$ cat src/source/lsu_defs.svh
/*
 * Width, depth and exception-code macros for the load/store unit.
 * Included by the package and by any RTL or testbench file that needs
 * a raw width or an exception code. Definitions only.
 */
`ifndef LSU_DEFS_SVH
`define LSU_DEFS_SVH

// ------------------------------------------------------------------------
// data path widths
// ------------------------------------------------------------------------
`define LSU_XLEN        32
`define LSU_TID_BITS    3
`define LSU_BE_BITS     4
// word address, byte offset bits stripped
`define LSU_WADDR_BITS  30

// request buffer entries
`define LSU_BUF_DEPTH   2

// ------------------------------------------------------------------------
// exception codes, RISC-V cause numbers
// ------------------------------------------------------------------------
`define LSU_EXC_BITS           4
`define LSU_EXC_NONE           4'd0
`define LSU_EXC_LD_MISALIGNED  4'd4
`define LSU_EXC_ST_MISALIGNED  4'd6

`endif

$ cat src/source/lsu_pkg.sv
/*
 * Shared types of the load/store unit: plain vector typedefs for the
 * widths that carry a meaning, the operation encoding and the states of
 * the memory handshake FSM. Referenced by scoped name only.
 */
`include "lsu_defs.svh"

package lsu_pkg;

    // --------------------------------------------------------------------
    // vector types
    // --------------------------------------------------------------------
    // data or byte address word
    typedef logic [`LSU_XLEN-1:0]       xlen_t;
    // scoreboard transaction id
    typedef logic [`LSU_TID_BITS-1:0]   tid_t;
    typedef logic [`LSU_BE_BITS-1:0]    be_t;
    // word address on the memory port
    typedef logic [`LSU_WADDR_BITS-1:0] waddr_t;
    typedef logic [`LSU_EXC_BITS-1:0]   exc_t;

    // --------------------------------------------------------------------
    // operation, fills all eight 3-bit codes
    // --------------------------------------------------------------------
    typedef enum logic [2:0] {
        LB,
        LBU,
        LH,
        LHU,
        LW,
        SB,
        SH,
        SW
    } lsu_op_e;

    // --------------------------------------------------------------------
    // memory FSM states
    // --------------------------------------------------------------------
    typedef enum logic [1:0] {
        IDLE,
        REQ,
        RELEASE,
        DONE
    } mem_state_e;

endpackage

$ cat src/source/lsu_agu.sv
/*
 * Address generation for a new request. Forms the byte address, the
 * byte enable for the access size, the lane-replicated store data and
 * the misalignment flag. Purely combinational, sits before the buffer.
 */
`timescale 1ns/100ps

module lsu_agu (
    input  lsu_pkg::lsu_op_e op_i,
    input  lsu_pkg::xlen_t   operand_a_i,
    input  lsu_pkg::xlen_t   imm_i,
    input  lsu_pkg::xlen_t   operand_b_i,
    output lsu_pkg::xlen_t   addr_o,
    output lsu_pkg::be_t     be_o,
    output lsu_pkg::xlen_t   wdata_o,
    output logic             misaligned_o
);

    // immediate arrives already sign-extended to full width
    assign addr_o = lsu_pkg::xlen_t'($signed(operand_a_i) + $signed(imm_i));

    // ------------------------------------------------------------------------
    // byte enable and store data by access size
    // ------------------------------------------------------------------------
    always_comb begin
        case (op_i)
            lsu_pkg::LB, lsu_pkg::LBU, lsu_pkg::SB: begin
                be_o    = lsu_pkg::be_t'(4'b0001 << addr_o[1:0]);
                wdata_o = {4{operand_b_i[7:0]}};
            end
            lsu_pkg::LH, lsu_pkg::LHU, lsu_pkg::SH: begin
                // upper or lower halfword, bit 0 ignored here
                be_o    = addr_o[1] ? 4'b1100 : 4'b0011;
                wdata_o = {2{operand_b_i[15:0]}};
            end
            default: begin
                be_o    = 4'b1111;
                wdata_o = operand_b_i;
            end
        endcase
    end

    // ------------------------------------------------------------------------
    // misalignment
    // ------------------------------------------------------------------------
    always_comb begin
        case (op_i)
            lsu_pkg::LH, lsu_pkg::LHU, lsu_pkg::SH: misaligned_o = addr_o[0];
            lsu_pkg::LW, lsu_pkg::SW:               misaligned_o = |addr_o[1:0];
            // bytes are always aligned
            default:                                misaligned_o = 1'b0;
        endcase
    end

endmodule

$ cat src/source/lsu_bypass.sv
/*
 * Two-entry request buffer between the AGU and the memory FSM.
 * An empty buffer shows the incoming request on the head outputs in the
 * same cycle. Requests wait here while the memory access is busy; the
 * issue side is ready only while the buffer is empty.
 */
`timescale 1ns/100ps
`include "lsu_defs.svh"

module lsu_bypass (
    input  logic             clk_i,
    input  logic             rst_ni,
    input  logic             push_i,
    input  lsu_pkg::lsu_op_e push_op_i,
    input  lsu_pkg::xlen_t   push_addr_i,
    input  lsu_pkg::be_t     push_be_i,
    input  lsu_pkg::xlen_t   push_wdata_i,
    input  lsu_pkg::tid_t    push_tid_i,
    input  logic             push_misaligned_i,
    input  logic             pop_i,
    output logic             head_valid_o,
    output lsu_pkg::lsu_op_e head_op_o,
    output lsu_pkg::xlen_t   head_addr_o,
    output lsu_pkg::be_t     head_be_o,
    output lsu_pkg::xlen_t   head_wdata_o,
    output lsu_pkg::tid_t    head_tid_o,
    output logic             head_misaligned_o,
    output logic             ready_o
);

    // entry storage
    lsu_pkg::lsu_op_e op_q         [`LSU_BUF_DEPTH];
    lsu_pkg::xlen_t   addr_q       [`LSU_BUF_DEPTH];
    lsu_pkg::be_t     be_q         [`LSU_BUF_DEPTH];
    lsu_pkg::xlen_t   wdata_q      [`LSU_BUF_DEPTH];
    lsu_pkg::tid_t    tid_q        [`LSU_BUF_DEPTH];
    logic             misaligned_q [`LSU_BUF_DEPTH];

    // one pointer bit covers two entries
    logic       wr_ptr_q;
    logic       rd_ptr_q;
    logic [1:0] count_q;
    logic       empty;
    logic       full;

    assign empty   = (count_q == 2'd0);
    assign full    = (count_q == 2'(`LSU_BUF_DEPTH));
    assign ready_o = empty;

    // ------------------------------------------------------------------------
    // pointers and occupancy
    // ------------------------------------------------------------------------
    always_ff @(posedge clk_i or negedge rst_ni) begin
        if (!rst_ni) begin
            wr_ptr_q <= 1'b0;
            rd_ptr_q <= 1'b0;
            count_q  <= 2'd0;
        end else begin
            if (push_i) begin
                wr_ptr_q <= wr_ptr_q + 1'b1;
            end
            if (pop_i) begin
                rd_ptr_q <= rd_ptr_q + 1'b1;
            end
            count_q <= count_q + 2'(push_i) - 2'(pop_i);
        end
    end

    always_ff @(posedge clk_i) begin
        if (push_i) begin
            op_q[wr_ptr_q]         <= push_op_i;
            addr_q[wr_ptr_q]       <= push_addr_i;
            be_q[wr_ptr_q]         <= push_be_i;
            wdata_q[wr_ptr_q]      <= push_wdata_i;
            tid_q[wr_ptr_q]        <= push_tid_i;
            misaligned_q[wr_ptr_q] <= push_misaligned_i;
        end
    end

    // ------------------------------------------------------------------------
    // head, pass-through when empty
    // ------------------------------------------------------------------------
    assign head_valid_o      = empty ? push_i            : 1'b1;
    assign head_op_o         = empty ? push_op_i         : op_q[rd_ptr_q];
    assign head_addr_o       = empty ? push_addr_i       : addr_q[rd_ptr_q];
    assign head_be_o         = empty ? push_be_i         : be_q[rd_ptr_q];
    assign head_wdata_o      = empty ? push_wdata_i      : wdata_q[rd_ptr_q];
    assign head_tid_o        = empty ? push_tid_i        : tid_q[rd_ptr_q];
    assign head_misaligned_o = empty ? push_misaligned_i : misaligned_q[rd_ptr_q];

    // issuer must respect ready_o
    a_no_push_full: assert property (@(posedge clk_i) disable iff (!rst_ni)
        !(push_i && full));
    // FSM pops only an entry it has been working on
    a_no_pop_empty: assert property (@(posedge clk_i) disable iff (!rst_ni)
        !(pop_i && empty));

endmodule

$ cat src/source/lsu_load_align.sv
/*
 * Load data alignment. Picks the addressed byte or halfword lane out of
 * the memory word and extends it to full width by operation. Sits
 * combinationally between the memory read data and the FSM capture.
 */
`timescale 1ns/100ps
`include "lsu_defs.svh"

module lsu_load_align (
    input  lsu_pkg::xlen_t   rdata_i,
    input  lsu_pkg::lsu_op_e op_i,
    input  logic [1:0]       offset_i,
    output lsu_pkg::xlen_t   data_o
);

    logic [7:0]     byte_lane;
    logic [15:0]    half_lane;
    lsu_pkg::xlen_t shifted;

    // lane select
    assign shifted   = rdata_i >> {offset_i, 3'b000};
    assign byte_lane = shifted[7:0];
    assign half_lane = offset_i[1] ? rdata_i[31:16] : rdata_i[15:0];

    always_comb begin
        case (op_i)
            lsu_pkg::LB:  data_o = {{(`LSU_XLEN-8){byte_lane[7]}}, byte_lane};
            lsu_pkg::LBU: data_o = {{(`LSU_XLEN-8){1'b0}}, byte_lane};
            lsu_pkg::LH:  data_o = {{(`LSU_XLEN-16){half_lane[15]}}, half_lane};
            lsu_pkg::LHU: data_o = {{(`LSU_XLEN-16){1'b0}}, half_lane};
            // LW, stores are not captured
            default:      data_o = rdata_i;
        endcase
    end

endmodule

$ cat src/source/lsu_mem_fsm.sv
/*
 * Memory access FSM. Takes the buffer head, runs the four-phase req/ack
 * handshake with the data memory and issues one write-back pulse per
 * request, popping the buffer in the same cycle. Misaligned requests
 * skip the memory and only report their exception code.
 */
`timescale 1ns/100ps
`include "lsu_defs.svh"

module lsu_mem_fsm (
    input  logic             clk_i,
    input  logic             rst_ni,
    input  logic             head_valid_i,
    input  lsu_pkg::lsu_op_e head_op_i,
    input  lsu_pkg::xlen_t   head_addr_i,
    input  lsu_pkg::be_t     head_be_i,
    input  lsu_pkg::xlen_t   head_wdata_i,
    input  lsu_pkg::tid_t    head_tid_i,
    input  logic             head_misaligned_i,
    input  logic             mem_ack_i,
    input  lsu_pkg::xlen_t   load_data_i,
    output logic             pop_o,
    output logic             mem_req_o,
    output logic             mem_we_o,
    output lsu_pkg::waddr_t  mem_addr_o,
    output lsu_pkg::be_t     mem_be_o,
    output lsu_pkg::xlen_t   mem_wdata_o,
    output logic             result_valid_o,
    output lsu_pkg::tid_t    result_trans_id_o,
    output lsu_pkg::xlen_t   result_data_o,
    output lsu_pkg::exc_t    result_exc_o
);

    lsu_pkg::mem_state_e state_q;
    lsu_pkg::mem_state_e state_d;

    logic           is_store;
    lsu_pkg::exc_t  exc_sel;
    lsu_pkg::xlen_t data_q;
    lsu_pkg::exc_t  exc_q;

    assign is_store = head_op_i inside {lsu_pkg::SB, lsu_pkg::SH, lsu_pkg::SW};

    always_comb begin
        if (!head_misaligned_i) begin
            exc_sel = `LSU_EXC_NONE;
        end else if (is_store) begin
            exc_sel = `LSU_EXC_ST_MISALIGNED;
        end else begin
            exc_sel = `LSU_EXC_LD_MISALIGNED;
        end
    end

    // ------------------------------------------------------------------------
    // state sequence
    // ------------------------------------------------------------------------
    always_comb begin
        state_d = state_q;
        case (state_q)
            lsu_pkg::IDLE: begin
                // misaligned goes through RELEASE with req low, ack is idle
                if (head_valid_i) begin
                    state_d = head_misaligned_i ? lsu_pkg::RELEASE : lsu_pkg::REQ;
                end
            end
            lsu_pkg::REQ: begin
                if (mem_ack_i) begin
                    state_d = lsu_pkg::RELEASE;
                end
            end
            lsu_pkg::RELEASE: begin
                if (!mem_ack_i) begin
                    state_d = lsu_pkg::DONE;
                end
            end
            default: state_d = lsu_pkg::IDLE;
        endcase
    end

    always_ff @(posedge clk_i or negedge rst_ni) begin
        if (!rst_ni) begin
            state_q <= lsu_pkg::IDLE;
        end else begin
            state_q <= state_d;
        end
    end

    // result payload, stores and exceptions return zero
    always_ff @(posedge clk_i) begin
        if (state_q == lsu_pkg::IDLE && head_valid_i) begin
            data_q <= '0;
            exc_q  <= exc_sel;
        end else if (state_q == lsu_pkg::REQ && mem_ack_i && !is_store) begin
            data_q <= load_data_i;
        end
    end

    // ------------------------------------------------------------------------
    // memory port, head stays put in the buffer until the pop
    // ------------------------------------------------------------------------
    assign mem_req_o   = (state_q == lsu_pkg::REQ);
    assign mem_we_o    = is_store;
    assign mem_addr_o  = head_addr_i[`LSU_XLEN-1:2];
    assign mem_be_o    = head_be_i;
    assign mem_wdata_o = head_wdata_i;

    // write-back
    assign result_valid_o    = (state_q == lsu_pkg::DONE);
    assign pop_o             = result_valid_o;
    assign result_trans_id_o = head_tid_i;
    assign result_data_o     = data_q;
    assign result_exc_o      = exc_q;

    a_req_stable: assert property (@(posedge clk_i) disable iff (!rst_ni)
        mem_req_o && $past(mem_req_o) |-> $stable(mem_addr_o) && $stable(mem_wdata_o));
    // exception path never touches memory
    a_misaligned_no_req: assert property (@(posedge clk_i) disable iff (!rst_ni)
        head_valid_i && head_misaligned_i |-> !mem_req_o);

endmodule

$ cat src/source/lsu_top.sv
/*
 * Load/store unit top level. Issue side enters the AGU, requests wait
 * in the bypass buffer, the memory FSM runs the four-phase handshake and
 * load data is aligned on the way back. Only instances and wires.
 */
`timescale 1ns/100ps

module lsu_top (
    input  logic             clk_i,
    input  logic             rst_ni,
    // issue side
    input  logic             valid_i,
    input  lsu_pkg::lsu_op_e op_i,
    input  lsu_pkg::xlen_t   operand_a_i,
    input  lsu_pkg::xlen_t   operand_b_i,
    input  lsu_pkg::xlen_t   imm_i,
    input  lsu_pkg::tid_t    trans_id_i,
    output logic             ready_o,
    // write-back
    output logic             result_valid_o,
    output lsu_pkg::tid_t    result_trans_id_o,
    output lsu_pkg::xlen_t   result_data_o,
    output lsu_pkg::exc_t    result_exc_o,
    // data memory
    output logic             mem_req_o,
    output logic             mem_we_o,
    output lsu_pkg::waddr_t  mem_addr_o,
    output lsu_pkg::be_t     mem_be_o,
    output lsu_pkg::xlen_t   mem_wdata_o,
    input  logic             mem_ack_i,
    input  lsu_pkg::xlen_t   mem_rdata_i
);

    // ------------------------------------------------------------------------
    // internal wires
    // ------------------------------------------------------------------------
    lsu_pkg::xlen_t   agu_addr;
    lsu_pkg::be_t     agu_be;
    lsu_pkg::xlen_t   agu_wdata;
    logic             agu_misaligned;

    logic             head_valid;
    lsu_pkg::lsu_op_e head_op;
    lsu_pkg::xlen_t   head_addr;
    lsu_pkg::be_t     head_be;
    lsu_pkg::xlen_t   head_wdata;
    lsu_pkg::tid_t    head_tid;
    logic             head_misaligned;
    logic             pop;
    lsu_pkg::xlen_t   load_data;

    lsu_agu i_agu (
        .op_i         (op_i),
        .operand_a_i  (operand_a_i),
        .imm_i        (imm_i),
        .operand_b_i  (operand_b_i),
        .addr_o       (agu_addr),
        .be_o         (agu_be),
        .wdata_o      (agu_wdata),
        .misaligned_o (agu_misaligned)
    );

    lsu_bypass i_bypass (
        .clk_i             (clk_i),
        .rst_ni            (rst_ni),
        .push_i            (valid_i),
        .push_op_i         (op_i),
        .push_addr_i       (agu_addr),
        .push_be_i         (agu_be),
        .push_wdata_i      (agu_wdata),
        .push_tid_i        (trans_id_i),
        .push_misaligned_i (agu_misaligned),
        .pop_i             (pop),
        .head_valid_o      (head_valid),
        .head_op_o         (head_op),
        .head_addr_o       (head_addr),
        .head_be_o         (head_be),
        .head_wdata_o      (head_wdata),
        .head_tid_o        (head_tid),
        .head_misaligned_o (head_misaligned),
        .ready_o           (ready_o)
    );

    lsu_mem_fsm i_mem_fsm (
        .clk_i             (clk_i),
        .rst_ni            (rst_ni),
        .head_valid_i      (head_valid),
        .head_op_i         (head_op),
        .head_addr_i       (head_addr),
        .head_be_i         (head_be),
        .head_wdata_i      (head_wdata),
        .head_tid_i        (head_tid),
        .head_misaligned_i (head_misaligned),
        .mem_ack_i         (mem_ack_i),
        .load_data_i       (load_data),
        .pop_o             (pop),
        .mem_req_o         (mem_req_o),
        .mem_we_o          (mem_we_o),
        .mem_addr_o        (mem_addr_o),
        .mem_be_o          (mem_be_o),
        .mem_wdata_o       (mem_wdata_o),
        .result_valid_o    (result_valid_o),
        .result_trans_id_o (result_trans_id_o),
        .result_data_o     (result_data_o),
        .result_exc_o      (result_exc_o)
    );

    lsu_load_align i_load_align (
        .rdata_i  (mem_rdata_i),
        .op_i     (head_op),
        .offset_i (head_addr[1:0]),
        .data_o   (load_data)
    );

endmodule

$ cat config.mk
export PLATFORM = sky130hd
export DESIGN_NAME = lsu_top
export DESIGN_NICKNAME = d
export VERILOG_FILES = /design/src/source/lsu_pkg.sv /design/src/source/lsu_agu.sv /design/src/source/lsu_bypass.sv /design/src/source/lsu_load_align.sv /design/src/source/lsu_mem_fsm.sv /design/src/source/lsu_top.sv
export VERILOG_INCLUDE_DIRS = /design/src /design/src/source
export SDC_FILE = /design/constraint.sdc
export NUM_CORES = 1
export LEC_CHECK = 0
export ABC_AREA = 1
export BUFFER_PORTS_ARGS = -buffer_cell sky130_fd_sc_hd__buf_4
export CAP_MARGIN = 20
export CORE_AREA = 2 2 185 187
export CTS_CLUSTER_DIAMETER = 150
export DETAILED_ROUTE_END_ITERATION = 6
export DIE_AREA = 0 0 187 189
export SLEW_MARGIN = 20
export SYNTH_ARGS = -nofsm -noshare
export SYNTH_HDL_FRONTEND = slang
export SYNTH_SLANG_ARGS = --single-unit
export TNS_END_PERCENT = 100
$ cat constraint.sdc
create_clock -name clk_i -period 12.25 [get_ports clk_i]
set_input_delay 0.6125 -clock clk_i [delete_from_list [all_inputs] [get_ports clk_i]]
set_output_delay 0.6125 -clock clk_i [all_outputs]
set_load 0.02 [all_outputs]
======== Word-level counts from Yosys, hierarchy flattened ========
Memories as Yosys holds them, arrays and structs flattened.
Cells that the tools add are included.
storage, ports and cells
  word-level logic and storage cells ...... 73
  flip-flop bits (word level) ............. 42
  output and inout bits ................... 109
  memories ................................ 6
  RAM bits ................................ 150
memories
  memory                 depth  bits a word  read ports  clocked after Yosys merged registers in  wr ports  line              text
  i_bypass.addr_q        2      32           1           0                                        1         lsu_bypass.sv:33  lsu_pkg::xlen_t addr_q [`LSU_BUF_DEPTH];
  i_bypass.wdata_q       2      32           1           0                                        1         lsu_bypass.sv:35  lsu_pkg::xlen_t wdata_q [`LSU_BUF_DEPTH];
  i_bypass.be_q          2      4            1           0                                        1         lsu_bypass.sv:34  lsu_pkg::be_t be_q [`LSU_BUF_DEPTH];
  i_bypass.op_q          2      3            1           0                                        1         lsu_bypass.sv:32  lsu_pkg::lsu_op_e op_q [`LSU_BUF_DEPTH];
  i_bypass.tid_q         2      3            1           0                                        1         lsu_bypass.sv:36  lsu_pkg::tid_t tid_q [`LSU_BUF_DEPTH];
  i_bypass.misaligned_q  2      1            1           0                                        1         lsu_bypass.sv:37  logic misaligned_q [`LSU_BUF_DEPTH];
cells by class
  $add $sub $neg .......................... 5
  mux-type cells .......................... 21
  reduce and logical (&&, ||, !) cells .... 14
  eq/ne operators ......................... 19
  shift-type cells ........................ 2
operator list
  kind                 count
  $pmux 32 s4          1
  $mux 32              2
  $pmux 32 s2          1
  $add 32x32->32       1
  $shr 32x5->8         1
  $eq 3x3->1 const B   7
  $mux 16              1
  $eq 3x2->1 const B   4
  $mux 2               5
  $mux 4               2
  $pmux 4 s2           1
  $eq 3x1->1 const B   2
  $logic_not 3->1      2
  $mux 3               2
  $pmux 2 s3           1
  $reduce_or 3->1      2
  $eq 2x2->1 const B   2
  $logic_not 2->1      2
  $mux 1               4
  $ne 2x1->1 const B   2
  $reduce_or 2->1      2
  $shl 1x2->4 const A  1
  $logic_and 1x1->1    3
  $reduce_and 3->1     1
  8 further kinds      9

======== Longest topological paths before layout ========
  depth after elaboration ................. 7
  mapped depth ............................ 15

======== Modules after synthesis ========
A second synthesis with hierarchy kept.
second synthesis, totals
  cells, all modules ...................... 1727
  area total of the unflattened synthesis .. 12623.4 um2
modules (own cells, without submodules)
  module          area each (um2)  times used  seq. area each (um2)  cells each
  lsu_bypass      6632.6           1           4604.4                660
  lsu_agu         2905.3           1           0.0                   595
  lsu_mem_fsm     2237.1           1           750.7                 316
  lsu_load_align  848.3            1           0.0                   156

======== Least setup slack after synthesis ========
OpenSTA, ideal clock, no wires.
  path kind ............................... input -> register
  start ................................... input valid_i
  end ..................................... memory i_bypass.addr_q[0][0] (netlist bit) (enable)
  required time ........................... 11.740 ns
  arrival time ............................ 3.814 ns
  library setup time ...................... 0.510 ns
  setup slack ............................. 7.926 ns
  cell stages on the path ................. 2
  path through ............................ inv_1 nor2_1
on the way
  word-level cells in the longest chain between the ends .. 2
ends and longest elaborated chain
  what                          line              text
  from (decl)                   lsu_top.sv:12     input logic valid_i,
  $mux 1                        lsu_bypass.sv:70  if (push_i) begin
  $mux 1 (implied by the code)  lsu_bypass.sv:72  addr_q[wr_ptr_q] <= push_addr_i;
  to (decl)                     lsu_bypass.sv:33
No other way between the ends.

======== Final worst setup path ========
  start ................................... register i_bypass.rd_ptr_q
  end ..................................... output mem_we_o
on the way
  word-level cells in the longest chain between the ends .. 4
  elaborated cells between the ends (all ways) .. 6
  classes of those cells .................. eq/ne (3); mux (1); reduce/logical (1); memory (1)
ends and longest elaborated chain
  what                    line               text
  from (decl)             lsu_bypass.sv:41   logic rd_ptr_q;
  from (signal assigned)  lsu_bypass.sv:63   rd_ptr_q <= rd_ptr_q + 1'b1;
  $mem_v2 2x3 *           --
  $mux 3 *                lsu_bypass.sv:84   assign head_op_o = empty ? push_op_i : op_q[rd_ptr_q];
  $eq 3x3->1              lsu_mem_fsm.sv:42  assign is_store = head_op_i inside {lsu_pkg::SB, lsu_pkg::SH, lsu_pkg::SW};
  $reduce_bool 3->1 *     lsu_mem_fsm.sv:42
  to (decl)               lsu_top.sv:26      output logic mem_we_o,
Every way passes the cells marked *; elsewhere a longest branch is shown, timed or not.

==> impl_metrics.json <==
{
  "status": "finished clean",
  "yosys_most_used_dff": "edfxtp_1",
  "fin_crit_ps": 3600,
  "hold_viol_final": 0,
  "antenna_found_initial": 0,
  "crit_chain": "buf_4, nand2_1, o21ai_1, nand2_1, nand2_2, inv_2, nand2_4, inv_1, buf_4",
  "fin_worst_skew_ps": 9.60,
  "synthArstFlopShare_pct": 3.16,
  "fin_crit_sh_pct": 29.4,
  "synth.area.top_cells": "edfxtp_1 (40%), nand2_1 (16%), inv_1 (7.4%), nor2_1 (5.8%), dfxtp_1 (5.6%)",
  "drtPass1Iterations": 5,
  "power_frac_clock_pct": 16.1,
  "drc": 0,
  "htree_levels": 4,
  "gp_congestion": 0.879,
  "wl_mm": 33.6,
  "fin_setup_tns_ps": 0,
  "antenna_left": 0,
  "min_path_type": "in -> reg",
  "initial_core_util_pct": 34.7,
  "clockBufferDepth": 2,
  "synth-edff-count": 152,
  "drt_iter0_drc": 541,
  "synth_seq_area_share_pct": 46.4,
  "port-buffer-count": 244,
  "yosysWarnings": 0,
  "critPathArrivalTime_ps": 2990,
  "crit_slowest_cell": "buf_4",
  "netlist_area_um2": 11500,
  "syn_inst": 1514,
  "post_cts_buffers": 0,
  "ctsResizeCount": 0,
  "hold_buffers": 1,
  "cts-root-buf": "clkbuf_16",
  "dieArea_um2": 35300,
  "peakVddDrop_v": 0.0000979,
  "fp.coreArea_um2": 33300,
  "final_max_slew_viol_count": 0,
  "grt_max_degree": 91,
  "p_comb_share_pct": 54.8,
  "worstPathRequired_ps": 11640,
  "synthDistinctLibCells": 43,
  "clock-sinks": 190,
  "post-dp-hpwl_mm": 25.2,
  "rsz0062_at_grt": "false",
  "endpoint_kind": "primary output",
  "fmax_ghz": 0.277,
  "grt_pass1_vias": 9958,
  "cts_buffers": 17,
  "crit_type": "reg -> out",
  "tightest_slew_ps": 937,
  "ys_ff_latch": 190,
  "cpPeakStageDelay_ps": 670,
  "switching_share_pct": 45.5,
  "p_seq_share_pct": 29.1,
  "startpoint_type": "flip-flop",
  "power_per_cell_area_nw_per_um2": 232,
  "p_switching_w": 0.00151,
  "synth_top_area_share_pct": 39.5,
  "slew_headroom_pct": 37.5,
  "wl_per_cell_um": 15.3,
  "grt_pass1_wl_mm": 53.2,
  "grt.overflow.total": 0,
  "cts_tree": "built",
  "insertion_delay_ps": 440,
  "power.leakage_nw": 6.97,
  "pin_count": 247,
  "p_int_w": 0.00181,
  "cp_max_fo": 76,
  "syn_avg_cell_area_um2": 7.62,
  "via_count": 10400,
  "dpl_cell_area_um2": 13700,
  "clkTransAtPathRegs_ps": 70,
  "drv_cap": 0,
  "area_growth_pct": 24.0,
  "fin_area_um2": 14300,
  "rows": 67,
  "nets": 1908,
  "setup_viol": 0,
  "drive_above_1_share_pct": 18.5,
  "gr-usage-all-layers_pct": 19.0,
  "via_per_inst": 4.73,
  "fp.dieW_um": 187,
  "yosysTopAreaCell": "edfxtp_1",
  "chipHeight_um": 189,
  "diodes": 0
}
power by group through the flow:
stage / registers [W] / clock network, W / logic (W)
CTS: 0.000969 / 0.000547 / 0.00185
floorplan: 0.00104 / 0 / 0.00112
detailed placement: 0.000982 / 0 / 0.00184
global placement: 0.000977 / 0 / 0.00182
global route: 0.000986 / 0.000573 / 0.00200
finish: 0.000966 / 0.000536 / 0.00182
Yosys cell counts, types with 10 or more instances:
library cell  instances
edfxtp_1            152
xor2_1               14
inv_1               226
o21ai_0              40
nand3_1              80
a22oi_1              10
clkbuf_1             29
a31oi_1              32
a21oi_1              56
ha_1                 37
o211ai_1             13
or2_2                15
dfxtp_1              32
and2_1               19
nand2_1             479
nor2_1              177
cell type report:
type / count / area (um^2)
repair buffers: 250 / 1880
well taps: 448 / 561
multi-input cells: 1040 / 5080
clock inverters: 14 / 130
clock buffers: 18 / 429
flip-flops and latches: 190 / 5360
fillers: 3464 / 19000
inverters: 233 / 876
state kept, by name, summed over array words and instances, names as in the netlist:
register / cells
i_bypass.wdata_q: 64
i_bypass.rd_ptr_q: 1
i_bypass.op_q: 6
i_mem_fsm.state_q: 2
i_mem_fsm.result_data_o: 32
i_bypass.count_q: 2
i_bypass.addr_q: 64
i_bypass.be_q: 8
i_bypass.wr_ptr_q: 1
i_bypass.tid_q: 6
i_mem_fsm.result_exc_o: 2
i_bypass.misaligned_q: 2
worst paths after layout:
path                                                         start                                      end  slack (ps)  depth (start not counted)
setup / recovery                     i_bypass.rd_ptr_q$_DFFE_PN0P_                                 mem_we_o        8650                          9
max in group asynchronous                                   rst_ni            i_bypass.rd_ptr_q$_DFFE_PN0P_       11570                          2
setup reg to reg                     i_bypass.rd_ptr_q$_DFFE_PN0P_  i_mem_fsm.result_data_o[2]$_SDFFE_PP0P_        8730                         12
hold reg to reg            i_mem_fsm.result_data_o[4]$_SDFFE_PP0P_  i_mem_fsm.result_data_o[4]$_SDFFE_PP0P_         510                          2
min in group asynchronous                                   rst_ni            i_bypass.wr_ptr_q$_DFFE_PN0P_         550                          2
hold / removal                                       trans_id_i[0]           i_bypass.tid_q[1][0]$_DFFE_PP_         370                          1
per-stage QoR:
stage / utilization, % / setup WS [ps] / hold WS (ps) / cells / total power [W]
2_1_floorplan: - / 7930 / 317 / 1515 / 0.00215
3_3_place_gp: 41.3 / 8750 / 430 / 2160 / 0.00280
3_5_place_dp: 41.3 / 8740 / 429 / 2160 / 0.00282
4_1_cts: 43.0 / 8640 / 349 / 2193 / 0.00336
5_1_grt: 43.0 / 8290 / 352 / 2193 / 0.00356
6_report: 43.0 / 8650 / 372 / 2193 / 0.00332
layout by cell type (no fill, tap or decap), types with 3 or more instances in the layout:
master,n
nand2_1,479
o21ai_1,6
ha_1,37
nand3_2,4
inv_2,7
o22ai_1,9
a31oi_1,32
clkinv_2,3
nor3_1,7
buf_4,249
a21oi_1,55
dfxtp_1,32
o211ai_1,13
or2_2,15
o21ai_0,40
edfxtp_1,152
inv_6,5
nor2_1,176
dfrtp_1,5
xor2_1,14
nor2_4,3
inv_1,225
clkinvlp_4,3
clkbuf_16,17
xnor2_1,3
nand4_1,8
a22oi_1,10
mux2i_1,9
nand3_1,80
and2_1,19
nand2_4,4
per-layer routing:
layer / GRT usage (%) / routed length [um] / vias to the layer above
met4: 5.07 / 555 / 0
met3: 3.04 / 1740 / 29
li1: - / - / 5281
met1: 25.5 / 15600 / 4754
met2: 31.7 / 15700 / 313
met5: 0 / 0 / -
worst max-delay path: cells and delay by family (launching register included):
family	cells	cell delay [ps]
AND/OR/NAND/NOR	4	820
AO/OA/AOI/OAI	1	100
flip-flops	1	380
buffers and inverters	4	1140
logic make-up after synthesis:
| family | share of synthesized area [%] |
|---|---|
| XOR/XNOR | 1.29 |
| AO/OA/AOI/OAI | 8.84 |
| multiplexers | 0.781 |
| flip-flops | 46.4 |
| buffers and inverters | 9.81 |
| AND/OR/NAND/NOR | 28.7 |
| other | 0.0325 |
| adder cells (fa/ha/maj) | 4.18 |
Note: power is estimated with default switching activity, not from simulation.
